`src/logic/rv_pkg.sv`:
```
`default_nettype none

package rv_pkg;

	typedef logic [31:0] xlen_t;
	typedef logic [31:0] inst_t;
	typedef logic [4:0]  reg_idx_t;

	// base opcodes of the supported instructions
	localparam logic [6:0] OPC_LUI    = 7'b0110111;
	localparam logic [6:0] OPC_OP_IMM = 7'b0010011;
	localparam logic [6:0] OPC_OP     = 7'b0110011;
	localparam logic [6:0] OPC_BRANCH = 7'b1100011;
	localparam logic [6:0] OPC_JAL    = 7'b1101111;

	typedef enum logic [2:0] {
		ALU_ADD,
		ALU_SUB,
		ALU_SLT,
		ALU_XOR,
		ALU_OR,
		ALU_AND,
		ALU_PASS_B
	} alu_op_e;

	typedef enum logic [1:0] {
		BRU_NONE,
		BRU_BEQ,
		BRU_BNE,
		BRU_JAL
	} bru_op_e;

	typedef struct packed {
		xlen_t pc;
		inst_t inst;
	} fs_to_ds_bus_t;

	typedef struct packed {
		xlen_t    pc;
		xlen_t    src1;
		xlen_t    src2;
		xlen_t    imm;
		logic     use_imm;
		alu_op_e  alu_op;
		bru_op_e  bru_op;
		reg_idx_t rd;
		logic     wen;
	} ds_to_es_bus_t;

	typedef struct packed {
		xlen_t pc;
		logic  valid;
	} redirect_t;

endpackage

`default_nettype wire
```
`src/logic/rv_cpu.sv`:
```
`timescale 1ns/1ps
`default_nettype none

module rv_cpu #(
	parameter rv_pkg::xlen_t RESET_PC = '0
) (
	input  wire                    clock,
	input  wire                    arst_n_i,

	// apb instruction port
	output rv_pkg::xlen_t          inst_paddr_o,
	output logic                   inst_psel_o,
	output logic                   inst_penable_o,
	input  wire rv_pkg::inst_t     inst_prdata_i,
	input  wire                    inst_pready_i,

	// retire trace
	output logic                   retire_valid_o,
	output rv_pkg::xlen_t          retire_pc_o,
	output logic                   retire_wen_o,
	output rv_pkg::reg_idx_t       retire_rd_o,
	output rv_pkg::xlen_t          retire_wdata_o
);

	logic                  fs_to_ds_valid;
	rv_pkg::fs_to_ds_bus_t fs_to_ds_bus;
	logic                  ds_allowin;
	logic                  es_valid;
	rv_pkg::ds_to_es_bus_t ds_to_es_bus;
	rv_pkg::redirect_t     redirect;
	rv_pkg::reg_idx_t      rs1;
	rv_pkg::reg_idx_t      rs2;
	rv_pkg::xlen_t         rdata1;
	rv_pkg::xlen_t         rdata2;
	logic                  reg_wen;
	rv_pkg::reg_idx_t      reg_waddr;
	rv_pkg::xlen_t         reg_wdata;

	rv_ifu_stage #(
		.RESET_PC (RESET_PC)
	) u_ifu_stage (
		.clock            (clock),
		.arst_n_i         (arst_n_i),
		.redirect_i       (redirect),
		.ds_allowin_i     (ds_allowin),
		.fs_to_ds_valid_o (fs_to_ds_valid),
		.fs_to_ds_bus_o   (fs_to_ds_bus),
		.paddr_o          (inst_paddr_o),
		.psel_o           (inst_psel_o),
		.penable_o        (inst_penable_o),
		.prdata_i         (inst_prdata_i),
		.pready_i         (inst_pready_i)
	);

	rv_id_stage u_id_stage (
		.clock            (clock),
		.arst_n_i         (arst_n_i),
		.fs_to_ds_valid_i (fs_to_ds_valid),
		.fs_to_ds_bus_i   (fs_to_ds_bus),
		.ds_allowin_o     (ds_allowin),
		.rs1_o            (rs1),
		.rs2_o            (rs2),
		.rdata1_i         (rdata1),
		.rdata2_i         (rdata2),
		.retire_i         (retire_valid_o),
		.es_valid_o       (es_valid),
		.ds_to_es_bus_o   (ds_to_es_bus)
	);

	rv_regfile u_regfile (
		.clock    (clock),
		.arst_n_i (arst_n_i),
		.raddr1_i (rs1),
		.raddr2_i (rs2),
		.rdata1_o (rdata1),
		.rdata2_o (rdata2),
		.wen_i    (reg_wen),
		.waddr_i  (reg_waddr),
		.wdata_i  (reg_wdata)
	);

	rv_ex_stage u_ex_stage (
		.es_valid_i     (es_valid),
		.ds_to_es_bus_i (ds_to_es_bus),
		.reg_wen_o      (reg_wen),
		.reg_waddr_o    (reg_waddr),
		.reg_wdata_o    (reg_wdata),
		.redirect_o     (redirect),
		.retire_valid_o (retire_valid_o),
		.retire_pc_o    (retire_pc_o),
		.retire_wen_o   (retire_wen_o),
		.retire_rd_o    (retire_rd_o),
		.retire_wdata_o (retire_wdata_o)
	);

endmodule

`default_nettype wire

```
`src/logic/rv_ex_stage.sv`:
```
`timescale 1ns/1ps
`default_nettype none

module rv_ex_stage (
	input  wire                         es_valid_i,
	input  wire rv_pkg::ds_to_es_bus_t  ds_to_es_bus_i,
	output logic                        reg_wen_o,
	output rv_pkg::reg_idx_t            reg_waddr_o,
	output rv_pkg::xlen_t               reg_wdata_o,
	output rv_pkg::redirect_t           redirect_o,
	output logic                        retire_valid_o,
	output rv_pkg::xlen_t               retire_pc_o,
	output logic                        retire_wen_o,
	output rv_pkg::reg_idx_t            retire_rd_o,
	output rv_pkg::xlen_t               retire_wdata_o
);

	rv_pkg::xlen_t alu_b;
	rv_pkg::xlen_t alu_result;
	logic          taken;
	rv_pkg::xlen_t target;
	rv_pkg::xlen_t link;
	logic          is_branch;
	logic          wen;
	rv_pkg::xlen_t wdata;

	assign alu_b = ds_to_es_bus_i.use_imm ? ds_to_es_bus_i.imm : ds_to_es_bus_i.src2;

	rv_alu u_alu (
		.op_i     (ds_to_es_bus_i.alu_op),
		.a_i      (ds_to_es_bus_i.src1),
		.b_i      (alu_b),
		.result_o (alu_result)
	);

	rv_bru u_bru (
		.op_i     (ds_to_es_bus_i.bru_op),
		.pc_i     (ds_to_es_bus_i.pc),
		.src1_i   (ds_to_es_bus_i.src1),
		.src2_i   (ds_to_es_bus_i.src2),
		.imm_i    (ds_to_es_bus_i.imm),
		.taken_o  (taken),
		.target_o (target),
		.link_o   (link)
	);

	assign is_branch = (ds_to_es_bus_i.bru_op == rv_pkg::BRU_BEQ) ||
		(ds_to_es_bus_i.bru_op == rv_pkg::BRU_BNE);

	// no write for conditional branches or rd x0
	assign wen   = es_valid_i && ds_to_es_bus_i.wen && !is_branch &&
		(ds_to_es_bus_i.rd != '0);
	assign wdata = (ds_to_es_bus_i.bru_op == rv_pkg::BRU_JAL) ? link : alu_result;

	assign reg_wen_o   = wen;
	assign reg_waddr_o = ds_to_es_bus_i.rd;
	assign reg_wdata_o = wdata;

	// fetch has no predictor, so every executed instruction sends its next pc
	assign redirect_o.valid = es_valid_i;
	assign redirect_o.pc    = taken ? target : link;

	assign retire_valid_o = es_valid_i;
	assign retire_pc_o    = ds_to_es_bus_i.pc;
	assign retire_wen_o   = wen;
	assign retire_rd_o    = ds_to_es_bus_i.rd;
	assign retire_wdata_o = wdata;

endmodule

`default_nettype wire

```
`src/logic/rv_id_stage.sv`:
```
`timescale 1ns/1ps
`default_nettype none

module rv_id_stage (
	input  wire                         clock,
	input  wire                         arst_n_i,
	input  wire                         fs_to_ds_valid_i,
	input  wire rv_pkg::fs_to_ds_bus_t  fs_to_ds_bus_i,
	output logic                        ds_allowin_o,
	output rv_pkg::reg_idx_t            rs1_o,
	output rv_pkg::reg_idx_t            rs2_o,
	input  wire rv_pkg::xlen_t          rdata1_i,
	input  wire rv_pkg::xlen_t          rdata2_i,
	input  wire                         retire_i,
	output logic                        es_valid_o,
	output rv_pkg::ds_to_es_bus_t       ds_to_es_bus_o
);

	rv_pkg::inst_t         inst;
	logic [6:0]            opcode;
	logic [2:0]            funct3;
	logic [6:0]            funct7;
	rv_pkg::xlen_t         imm_i;
	rv_pkg::xlen_t         imm_u;
	rv_pkg::xlen_t         imm_b;
	rv_pkg::xlen_t         imm_j;
	logic                  legal_f7;
	logic                  ds_go;
	logic                  es_valid_q;
	rv_pkg::ds_to_es_bus_t dec_bus;
	rv_pkg::ds_to_es_bus_t bus_q;

	assign inst   = fs_to_ds_bus_i.inst;
	assign opcode = inst[6:0];
	assign funct3 = inst[14:12];
	assign funct7 = inst[31:25];

	assign imm_i = {{20{inst[31]}}, inst[31:20]};
	assign imm_u = {inst[31:12], 12'b0};
	assign imm_b = {{19{inst[31]}}, inst[31], inst[7], inst[30:25], inst[11:8], 1'b0};
	assign imm_j = {{11{inst[31]}}, inst[31], inst[19:12], inst[20], inst[30:21], 1'b0};

	// register form allows funct7 0, or 0x20 for sub only
	assign legal_f7 = (opcode == rv_pkg::OPC_OP_IMM) || (funct7 == 7'h00) ||
		(funct7 == 7'h20 && funct3 == 3'b000);

	assign rs1_o = inst[19:15];
	assign rs2_o = inst[24:20];

	always_comb begin
		dec_bus         = '0;
		dec_bus.pc      = fs_to_ds_bus_i.pc;
		dec_bus.src1    = rdata1_i;
		dec_bus.src2    = rdata2_i;
		dec_bus.imm     = imm_i;
		dec_bus.alu_op  = rv_pkg::ALU_ADD;
		dec_bus.bru_op  = rv_pkg::BRU_NONE;
		dec_bus.rd      = inst[11:7];
		case (opcode)
			rv_pkg::OPC_LUI: begin
				dec_bus.imm     = imm_u;
				dec_bus.use_imm = 1'b1;
				dec_bus.alu_op  = rv_pkg::ALU_PASS_B;
				dec_bus.wen     = 1'b1;
			end
			rv_pkg::OPC_OP_IMM, rv_pkg::OPC_OP: begin
				dec_bus.use_imm = (opcode == rv_pkg::OPC_OP_IMM);
				dec_bus.wen     = legal_f7;
				case (funct3)
					3'b000: dec_bus.alu_op = funct7[5] && !dec_bus.use_imm ?
						rv_pkg::ALU_SUB : rv_pkg::ALU_ADD;
					3'b010: dec_bus.alu_op = rv_pkg::ALU_SLT;
					3'b100: dec_bus.alu_op = rv_pkg::ALU_XOR;
					3'b110: dec_bus.alu_op = rv_pkg::ALU_OR;
					3'b111: dec_bus.alu_op = rv_pkg::ALU_AND;
					default: dec_bus.wen = 1'b0;
				endcase
			end
			rv_pkg::OPC_BRANCH: begin
				dec_bus.imm = imm_b;
				if (funct3 == 3'b000) begin
					dec_bus.bru_op = rv_pkg::BRU_BEQ;
				end else if (funct3 == 3'b001) begin
					dec_bus.bru_op = rv_pkg::BRU_BNE;
				end
			end
			rv_pkg::OPC_JAL: begin
				dec_bus.imm    = imm_j;
				dec_bus.bru_op = rv_pkg::BRU_JAL;
				dec_bus.wen    = 1'b1;
			end
			// anything else falls through as a no-op
			default: ;
		endcase
	end

	// one instruction in flight, so decode is free whenever execute is empty
	assign ds_allowin_o = !es_valid_q;
	assign ds_go        = fs_to_ds_valid_i && ds_allowin_o;

	always_ff @(posedge clock or negedge arst_n_i) begin
		if (!arst_n_i) begin
			es_valid_q <= 1'b0;
		end else if (ds_go) begin
			es_valid_q <= 1'b1;
		end else if (retire_i) begin
			es_valid_q <= 1'b0;
		end
	end

	always_ff @(posedge clock) begin
		if (ds_go) begin
			bus_q <= dec_bus;
		end
	end

	assign es_valid_o     = es_valid_q;
	assign ds_to_es_bus_o = bus_q;

endmodule

`default_nettype wire

```
`src/logic/rv_ifu_stage.sv`:
```
`timescale 1ns/1ps
`default_nettype none

module rv_ifu_stage #(
	parameter rv_pkg::xlen_t RESET_PC = '0
) (
	input  wire                        clock,
	input  wire                        arst_n_i,
	input  wire rv_pkg::redirect_t     redirect_i,
	input  wire                        ds_allowin_i,
	output logic                       fs_to_ds_valid_o,
	output rv_pkg::fs_to_ds_bus_t      fs_to_ds_bus_o,
	output rv_pkg::xlen_t              paddr_o,
	output logic                       psel_o,
	output logic                       penable_o,
	input  wire rv_pkg::inst_t         prdata_i,
	input  wire                        pready_i
);

	typedef enum logic [1:0] {
		IDLE,
		SETUP,
		ACCESS,
		WAIT_EXEC
	} state_e;

	state_e        state_q;
	rv_pkg::xlen_t pc_q;
	rv_pkg::inst_t inst_q;
	logic          fs_valid_q;

	always_ff @(posedge clock or negedge arst_n_i) begin
		if (!arst_n_i) begin
			state_q    <= IDLE;
			pc_q       <= RESET_PC;
			fs_valid_q <= 1'b0;
		end else begin
			// word leaves for decode once decode accepts it
			if (fs_valid_q && ds_allowin_i) begin
				fs_valid_q <= 1'b0;
			end
			case (state_q)
				IDLE: state_q <= SETUP;
				SETUP: state_q <= ACCESS;
				ACCESS: begin
					if (pready_i) begin
						fs_valid_q <= 1'b1;
						state_q    <= WAIT_EXEC;
					end
				end
				WAIT_EXEC: begin
					// execute always reports the next pc, taken or not
					if (redirect_i.valid) begin
						pc_q    <= redirect_i.pc;
						state_q <= SETUP;
					end
				end
				default: state_q <= IDLE;
			endcase
		end
	end

	// instruction word, sampled with pready
	always_ff @(posedge clock) begin
		if (state_q == ACCESS && pready_i) begin
			inst_q <= prdata_i;
		end
	end

	assign paddr_o   = pc_q;
	assign psel_o    = (state_q == SETUP) || (state_q == ACCESS);
	assign penable_o = (state_q == ACCESS);

	assign fs_to_ds_valid_o    = fs_valid_q;
	assign fs_to_ds_bus_o.pc   = pc_q;
	assign fs_to_ds_bus_o.inst = inst_q;

endmodule

`default_nettype wire

```
`src/logic/rv_bru.sv`:
```
`timescale 1ns/1ps
`default_nettype none

module rv_bru (
	input  wire rv_pkg::bru_op_e  op_i,
	input  wire rv_pkg::xlen_t    pc_i,
	input  wire rv_pkg::xlen_t    src1_i,
	input  wire rv_pkg::xlen_t    src2_i,
	input  wire rv_pkg::xlen_t    imm_i,
	output logic                  taken_o,
	output rv_pkg::xlen_t         target_o,
	output rv_pkg::xlen_t         link_o
);

	logic equal;

	assign equal = (src1_i == src2_i);

	always_comb begin
		case (op_i)
			rv_pkg::BRU_BEQ: taken_o = equal;
			rv_pkg::BRU_BNE: taken_o = !equal;
			rv_pkg::BRU_JAL: taken_o = 1'b1;
			default:         taken_o = 1'b0;
		endcase
	end

	// b- and j-immediates are both pc relative
	assign target_o = pc_i + imm_i;
	assign link_o   = pc_i + 32'd4;

endmodule

`default_nettype wire

```
`src/logic/rv_alu.sv`:
```
`timescale 1ns/1ps
`default_nettype none

module rv_alu (
	input  wire rv_pkg::alu_op_e  op_i,
	input  wire rv_pkg::xlen_t    a_i,
	input  wire rv_pkg::xlen_t    b_i,
	output rv_pkg::xlen_t         result_o
);

	logic lt_signed;

	assign lt_signed = $signed(a_i) < $signed(b_i);

	always_comb begin
		case (op_i)
			rv_pkg::ALU_ADD:    result_o = a_i + b_i;
			// wraps modulo 2^32
			rv_pkg::ALU_SUB:    result_o = a_i - b_i;
			rv_pkg::ALU_SLT:    result_o = {31'b0, lt_signed};
			rv_pkg::ALU_XOR:    result_o = a_i ^ b_i;
			rv_pkg::ALU_OR:     result_o = a_i | b_i;
			rv_pkg::ALU_AND:    result_o = a_i & b_i;
			// lui passes the u-immediate through
			rv_pkg::ALU_PASS_B: result_o = b_i;
			default:            result_o = a_i + b_i;
		endcase
	end

endmodule

`default_nettype wire

```
`src/logic/rv_regfile.sv`:
```
`timescale 1ns/1ps
`default_nettype none

module rv_regfile (
	input  wire                    clock,
	input  wire                    arst_n_i,
	input  wire rv_pkg::reg_idx_t  raddr1_i,
	input  wire rv_pkg::reg_idx_t  raddr2_i,
	output rv_pkg::xlen_t          rdata1_o,
	output rv_pkg::xlen_t          rdata2_o,
	input  wire                    wen_i,
	input  wire rv_pkg::reg_idx_t  waddr_i,
	input  wire rv_pkg::xlen_t     wdata_i
);

	// x0 has no storage
	rv_pkg::xlen_t regs_q [31:1];

	always_ff @(posedge clock or negedge arst_n_i) begin
		if (!arst_n_i) begin
			for (int i = 1; i < 32; i++) begin
				regs_q[i] <= '0;
			end
		end else if (wen_i && waddr_i != '0) begin
			regs_q[waddr_i] <= wdata_i;
		end
	end

	assign rdata1_o = (raddr1_i == '0) ? '0 : regs_q[raddr1_i];
	assign rdata2_o = (raddr2_i == '0) ? '0 : regs_q[raddr2_i];

endmodule

`default_nettype wire

```
`config.mk`:
```
export PLATFORM = sky130hd
export DESIGN_NAME = rv_cpu
export DESIGN_NICKNAME = d
export VERILOG_FILES = /design/src/logic/rv_pkg.sv /design/src/logic/rv_cpu.sv /design/src/logic/rv_ex_stage.sv /design/src/logic/rv_id_stage.sv /design/src/logic/rv_ifu_stage.sv /design/src/logic/rv_bru.sv /design/src/logic/rv_alu.sv /design/src/logic/rv_regfile.sv
export SDC_FILE = /design/constraint.sdc
export NUM_CORES = 2
export LEC_CHECK = 0
export BUFFER_PORTS_ARGS = -buffer_cell sky130_fd_sc_hd__buf_2
export CORE_ASPECT_RATIO = 2
export CORE_MARGIN = 5
export CORE_UTILIZATION = 31
export CTS_CLUSTER_DIAMETER = 150
export DETAILED_ROUTE_END_ITERATION = 7
export SLEW_MARGIN = 30
export SYNTH_ARGS = -nofsm -noshare
export SYNTH_HDL_FRONTEND = slang
export SYNTH_SLANG_ARGS = --single-unit
```
`constraint.sdc`:
```
create_clock -name clock -period 7.07 [get_ports clock]
set_input_delay 0 -clock clock [delete_from_list [all_inputs] [get_ports clock]]
set_output_delay 0 -clock clock [all_outputs]
set_load 0.005 [all_outputs]
```
== Word-level counts from Yosys, hierarchy flattened ==
Cells that the tools add are included.
Operators by class
  add/sub/neg operators: 4
  $mul: 0
  divide/modulo/power cells: 0
  order comparisons: 5
  equal/unequal tests: 26
  shifts and indexed selects: 0
  mux-type cells: 28
  bitwise logic cells: 3
  reduce and logical (&&, ||, !) cells: 28
Operators by type and width (count)
  $bwmux W992: 1
  $bmux W32 S5: 2
  $mux W32: 6
  $pmux W32 S6: 1
  $demux W32 S5: 1
  $pmux W31 S3: 1
  $add A32 B32 Y32: 2
  $add A32 B3 Y32 const B: 1
  $and A32 B32 Y32: 1
  $eq A32 B32 Y1: 1
  $lt A32 B32 Y1: 1
  $or A32 B32 Y32: 1
  $sub A32 B32 Y32: 1
  $xor A32 B32 Y32: 1
  $eq A7 B6 Y1 const B: 3
  $eq A3 B3 Y1 const B: 6
  $lt A5 B6 Y1 const B: 3
  $pmux W3 S5: 1
  $eq A7 B7 Y1 const B: 2
  $logic_not A5 Y1: 2
  $eq A3 B2 Y1 const B: 3
  $logic_and A1 B1 Y1: 9
  $eq A2 B2 Y1 const B: 4
  $mux W2: 4
  other kinds (20): 36
Word-level totals
  flip-flop bits (word level): 1200
  latch bits: 0
  bits in writable memories: 0
  ROM bits: 0
  input port bits: 35
  output and inout port bits: 105
  memories: 0

== Depth between registers and ports, before layout ==
  depth after elaboration: 6
  gate-level depth with buffers: 18
  depth with buffers taken out: 14

== Modules after synthesis ==
From an unflattened synthesis, not the netlist that was laid out.
Second synthesis, totals
  cell total of the unflattened synthesis: 5916
  area total of the unflattened synthesis: 72180.5 µm²
By module, submodules not included
  rv_regfile: instances 1, cells each 4053, area an instance 53654.0 µm², seq. area each 24823.8 µm²
  rv_alu: instances 1, cells each 925, area an instance 5987.0 µm², seq. area each 0.0 µm²
  rv_id_stage: instances 1, cells each 238, area an instance 4911.0 µm², seq. area each 4229.1 µm²
  rv_ifu_stage: instances 1, cells each 149, area an instance 2721.4 µm², seq. area each 1836.8 µm²
  rv_bru: instances 1, cells each 361, area an instance 2662.6 µm², seq. area each 0.0 µm²
  rv_ex_stage: instances 1, cells each 190, area an instance 2244.7 µm², seq. area each 0.0 µm²

== Least setup slack after synthesis ==
No wires, ideal clock.
  kind: flip-flop to flip-flop
  start: register u_id_stage.es_valid_q, in the netlist u_id_stage.es_valid_o
  end: register u_id_stage.es_valid_q, in the netlist u_id_stage.es_valid_o
  arrival time: 6.619 ns
  slack: -0.324 ns
  cell stages (with the launch flop): 2
  buffers on the path: 0
  clock period less this slack: 7.394 ns
  cells stage by stage: dfrtp_1 -> nor2b_1
On the way
  longest elaborated chain between the ends: 3
RTL lines
  from (decl): line rv_id_stage.sv:29  | logic es_valid_q;
  from (signal assigned): line rv_id_stage.sv:103  | es_valid_q <= 1'b0;
  from (signal assigned): line rv_id_stage.sv:105  | es_valid_q <= 1'b1;
  from (signal assigned): line rv_id_stage.sv:107  | es_valid_q <= 1'b0;
  $logic_not A1 Y1: line rv_id_stage.sv:98  | assign ds_allowin_o = !es_valid_q;
  $logic_and A1 B1 Y1: line rv_id_stage.sv:99  | assign ds_go = fs_to_ds_valid_i && ds_allowin_o;
  via u_id_stage.ds_go: line rv_id_stage.sv:28  | logic ds_go;
  $mux W1: line rv_id_stage.sv:104  | end else if (ds_go) begin
The timed path passes the listed nets, and every way through them passes these cells.
A chain may end at the register's enable or synchronous reset.

== Final worst setup path ==
  start: register u_id_stage.bus_q, in the netlist u_id_stage.ds_to_es_bus_o[11]
  end: output port retire_wdata_o[31]
On the way
  longest elaborated chain between the ends: 4
  elaborated cells on any way between the ends: 8
  classes of those cells: 2 x add/sub; 3 x mux; 3 x bitwise
RTL lines
  from (decl): line rv_id_stage.sv:31  | rv_pkg::ds_to_es_bus_t bus_q;
  from (signal assigned): line rv_id_stage.sv:113  | bus_q <= dec_bus;
  $mux W32 *: line rv_ex_stage.sv:27  | assign alu_b = ds_to_es_bus_i.use_imm ? ds_to_es_bus_i.imm : ds_to_es_bus_i.src2;
  $add A32 B32 Y32 (tied with other cells): line rv_alu.sv:17, rv_alu.sv:26
  $pmux W32 S6 *: line rv_alu.sv:16  | case (op_i)
  $mux W32 *: line rv_ex_stage.sv:53  | assign wdata = (ds_to_es_bus_i.bru_op == rv_pkg::BRU_JAL) ? link : alu_result;
  to (decl): line rv_cpu.sv:22  | output rv_pkg::xlen_t retire_wdata_o
Every way passes the cells marked *; elsewhere a longest branch is shown, timed or not.

==> results.toml <==
[power_and_ir_drop]
report.power.total_uw = 24500
p_per_area_nw_per_um2 = 319
leakagePower_uw = 0.0324
irDropWorstVdd_v = 0.000189

[clock_tree]
clk_pin_slew_ns = 0.07
cts_resized = 0
h-tree-depth = 3
cts_tree = "done"
clock_latency_ns = 0.73
postCtsHoldBufs = 64
cts_buffers = 100
postCtsSetupBuffers = 0
clockRootBuffer = "clkbuf_16"
clockBufferDepth = 3
cts_sinks = 1200

[floorplanning]
die_x_um = 343
core_um2 = 221000
std_cell_rows = 244
die-area_um2 = 232000
initial_core_util_pct = 31.2
die_h_um = 676
ios = 140

[worst_setup_path]
r2r-end = "u_regfile.regs_q[256]$_DFFE_PN0P_"
worstSetupStartpoint = "u_id_stage.ds_to_es_bus_o[11]$_SDFFCE_PN0P_"
start_kind = "register"
cp.arrival_ns = 6.28
worstReg2RegStart = "u_id_stage.ds_to_es_bus_o[11]$_SDFFCE_PN0P_"
end_kind = "primary output"
r2r_slack_ns = 1.45
cp_max_fo = 32
worst_r2r_path_depth = 14
path_class = "register to primary output"
crit_required_ns = 7.07

[sta]
tns_ns = 0
clock_skew_ns = 0.0490
rsz0062_at_grt = "false"
finalCritPeriodShare_pct = 88.8
hold_viol_final = 0
max_freq_ghz = 0.159
final.min_clock_period_ns = 6.28
fin_hold_ws_ns = 0.0547
setup_viol = 0
relSlewSlack_pct = 26.0
worst_slew_pin_slew_ns = 1.11
slew_violations = 0

[final_layout]
nets = 6041
drive_gt1_share_pct = 26.4
area_growth_pct = 11.7
fillers = 21600

[drt]
drc = 0
wire_per_inst_um = 28.2
detail-route-antenna-nets = 0
post_drt_via_cell_ratio = 5.66
vias = 50400
wirelength_mm = 251
drt_iter0_drc = 4297
firstDrtPassIters = 7

[synthesis]
synth_top_area_cell = "dfrtp_1"
synthAdderAreaFrac_pct = 2.53
synth_edf_count = 172
ys_seq_area_share_pct = 44.9
mappedNetlistNets = 6171
synth_compound_area_share_pct = 11.7
postSynthCellCount = 5999
synth_top_area_share_pct = 37.4
synth_xor_area_share_pct = 1.16
synth.avg_cell_area_um2 = 11.5
synthArstFlopShare_pct = 85.7
yosysUniqueCellTypes = 90
synthMuxAreaShare_pct = 25.9
syn_area_um2 = 68800
synth_top_cells_by_count = "dfrtp_1, nand2_1, mux4_2, o21ai_0, clkbuf_1"
synthSimpleGateAreaFrac_pct = 9.20
ys.flop_type = "dfrtp_1"
ys_seq_elements = 1200
synth.most_common_cell = "dfrtp_1"
synth_top_family_by_area = "multiplexers"
ys_warn_count = 0
synth_top_cells_by_area = "dfrtp_1, mux4_2, edfxtp_1"

[grt]
grt_usage_pct = 21.3
grt_pass1_vias = 52500
grt_max_degree = 161
overflow = 0
grt_pass1_wl_mm = 364
antenna_found_initial = 13

[place]
dp_hpwl_mm = 172
routabilityCongestion = 0.963
io_buffers = 139

[flow_run]
max-cap-violations = 0

[min_path]
hp-start = "inst_prdata_i[20]"
whs_endpoint = "u_ifu_stage.inst_q[20]$_DFFE_PP_"
min_path_type = "input port to register"
min_path_cells = 2

[status]
status = "finished, final reports clean"
==> stage by stage <==
stage | std cells | util, % | setup WS, ns | instance area (um2)
3_5_place_dp | 8651 | 32.8 | 1.65 | 72500
5_1_grt | 8906 | 34.8 | 0.673 | 76800
2_1_floorplan | 5999 | - | 2.51 | 68800
4_1_cts | 8901 | 34.7 | 0.840 | 76700
6_report | 8908 | 34.8 | 0.791 | 76800
3_3_place_gp | 8646 | 32.8 | 1.68 | 72300
==> kinds of logic after synthesis <==
kind of cell / after synthesis
DFF: 1200
and+or+nand+nor: 1515
muxes: 1008
adders and majority gates: 137
buffers and inverters: 747
xor gates and xnor gates: 91
AOI/OAI and AO/OA: 1301
==> worst max-delay path by stage <==
stage	to	slack [ns]	depth (start not counted)
final	retire_wdata_o[31]	0.79	14
after global routing	retire_wdata_o[0]	0.67	14
after CTS	retire_wdata_o[31]	0.84	14
after detailed placement	retire_wdata_o[31]	1.65	14
after global placement	retire_wdata_o[31]	1.68	14
after floorplan	u_id_stage.ds_to_es_bus_o[0]$_SDFFCE_PN0P_	2.51	1
==> sequential cells by signal, indices dropped and copies added (netlist names) <==
signal,flops
u_id_stage.ds_to_es_bus_o,140
u_id_stage.es_valid_o,1
u_ifu_stage.fs_to_ds_valid_o,1
u_ifu_stage.inst_q,32
u_ifu_stage.paddr_o,32
u_ifu_stage.state_q,2
u_regfile.regs_q,992
==> critical path: stages, from the launching register on <==
cell and delay, ns:
edfxtp_1 0.56, buf_4 0.42, mux2i_1 0.57, ha_1 0.39
o21ba_2 0.24, a2111o_1 0.49, a21boi_1 0.52, o21ai_1 0.35
a21boi_1 0.73, nor4_1 0.12, nand3b_1 0.24, o31ai_4 0.20
buf_4 0.38, inv_2 0.13, buf_2 0.16
==> power breakdown <==
group	internal [uW]	switching (uW)
Combinational	3350	5650
Sequential	8260	1100
Clock	3410	2730
==> placed cells by master (no fill, tap or decap), types with 32 or more instances in the layout <==
| cell | count |
|---|---|
| o21ai_1 | 191 |
| nand3_1 | 56 |
| xor2_1 | 56 |
| edfxtp_1 | 172 |
| dfrtp_1 | 1028 |
| nor3_1 | 37 |
| buf_2 | 138 |
| clkbuf_16 | 102 |
| mux2_2 | 397 |
| xnor2_1 | 32 |
| a21o_1 | 60 |
| nand2_1 | 996 |
| o21ai_0 | 430 |
| nor2_1 | 193 |
| mux2i_1 | 32 |
| a22o_1 | 73 |
| o31ai_1 | 135 |
| inv_1 | 139 |
| ha_1 | 133 |
| a31oi_1 | 42 |
| mux4_2 | 577 |
| buf_4 | 146 |
| dlygate4sd3_1 | 63 |
| a21oi_1 | 150 |
==> layout make-up <==
type	count	area, um2	area share, %
clock inverter	51	722	0.939
multi-input combinational	4052	35200	45.8
inverter	142	533	0.694
tap	2952	3690	4.81
sequential	1200	30900	40.2
antenna	3	7.51	0.00977
timing repair buffer	373	2940	3.83
clock buffer	135	2830	3.68
==> routing by layer <==
metal	track usage (%)	routed length, um	share of wire [%]
met1	21.7	82200	33
met2	38.2	129000	52
met3	3.09	13600	5.4
met4	18.1	25700	10
met5	0	83	0.033
No activity file was read; power rests on OpenSTA's default activity.
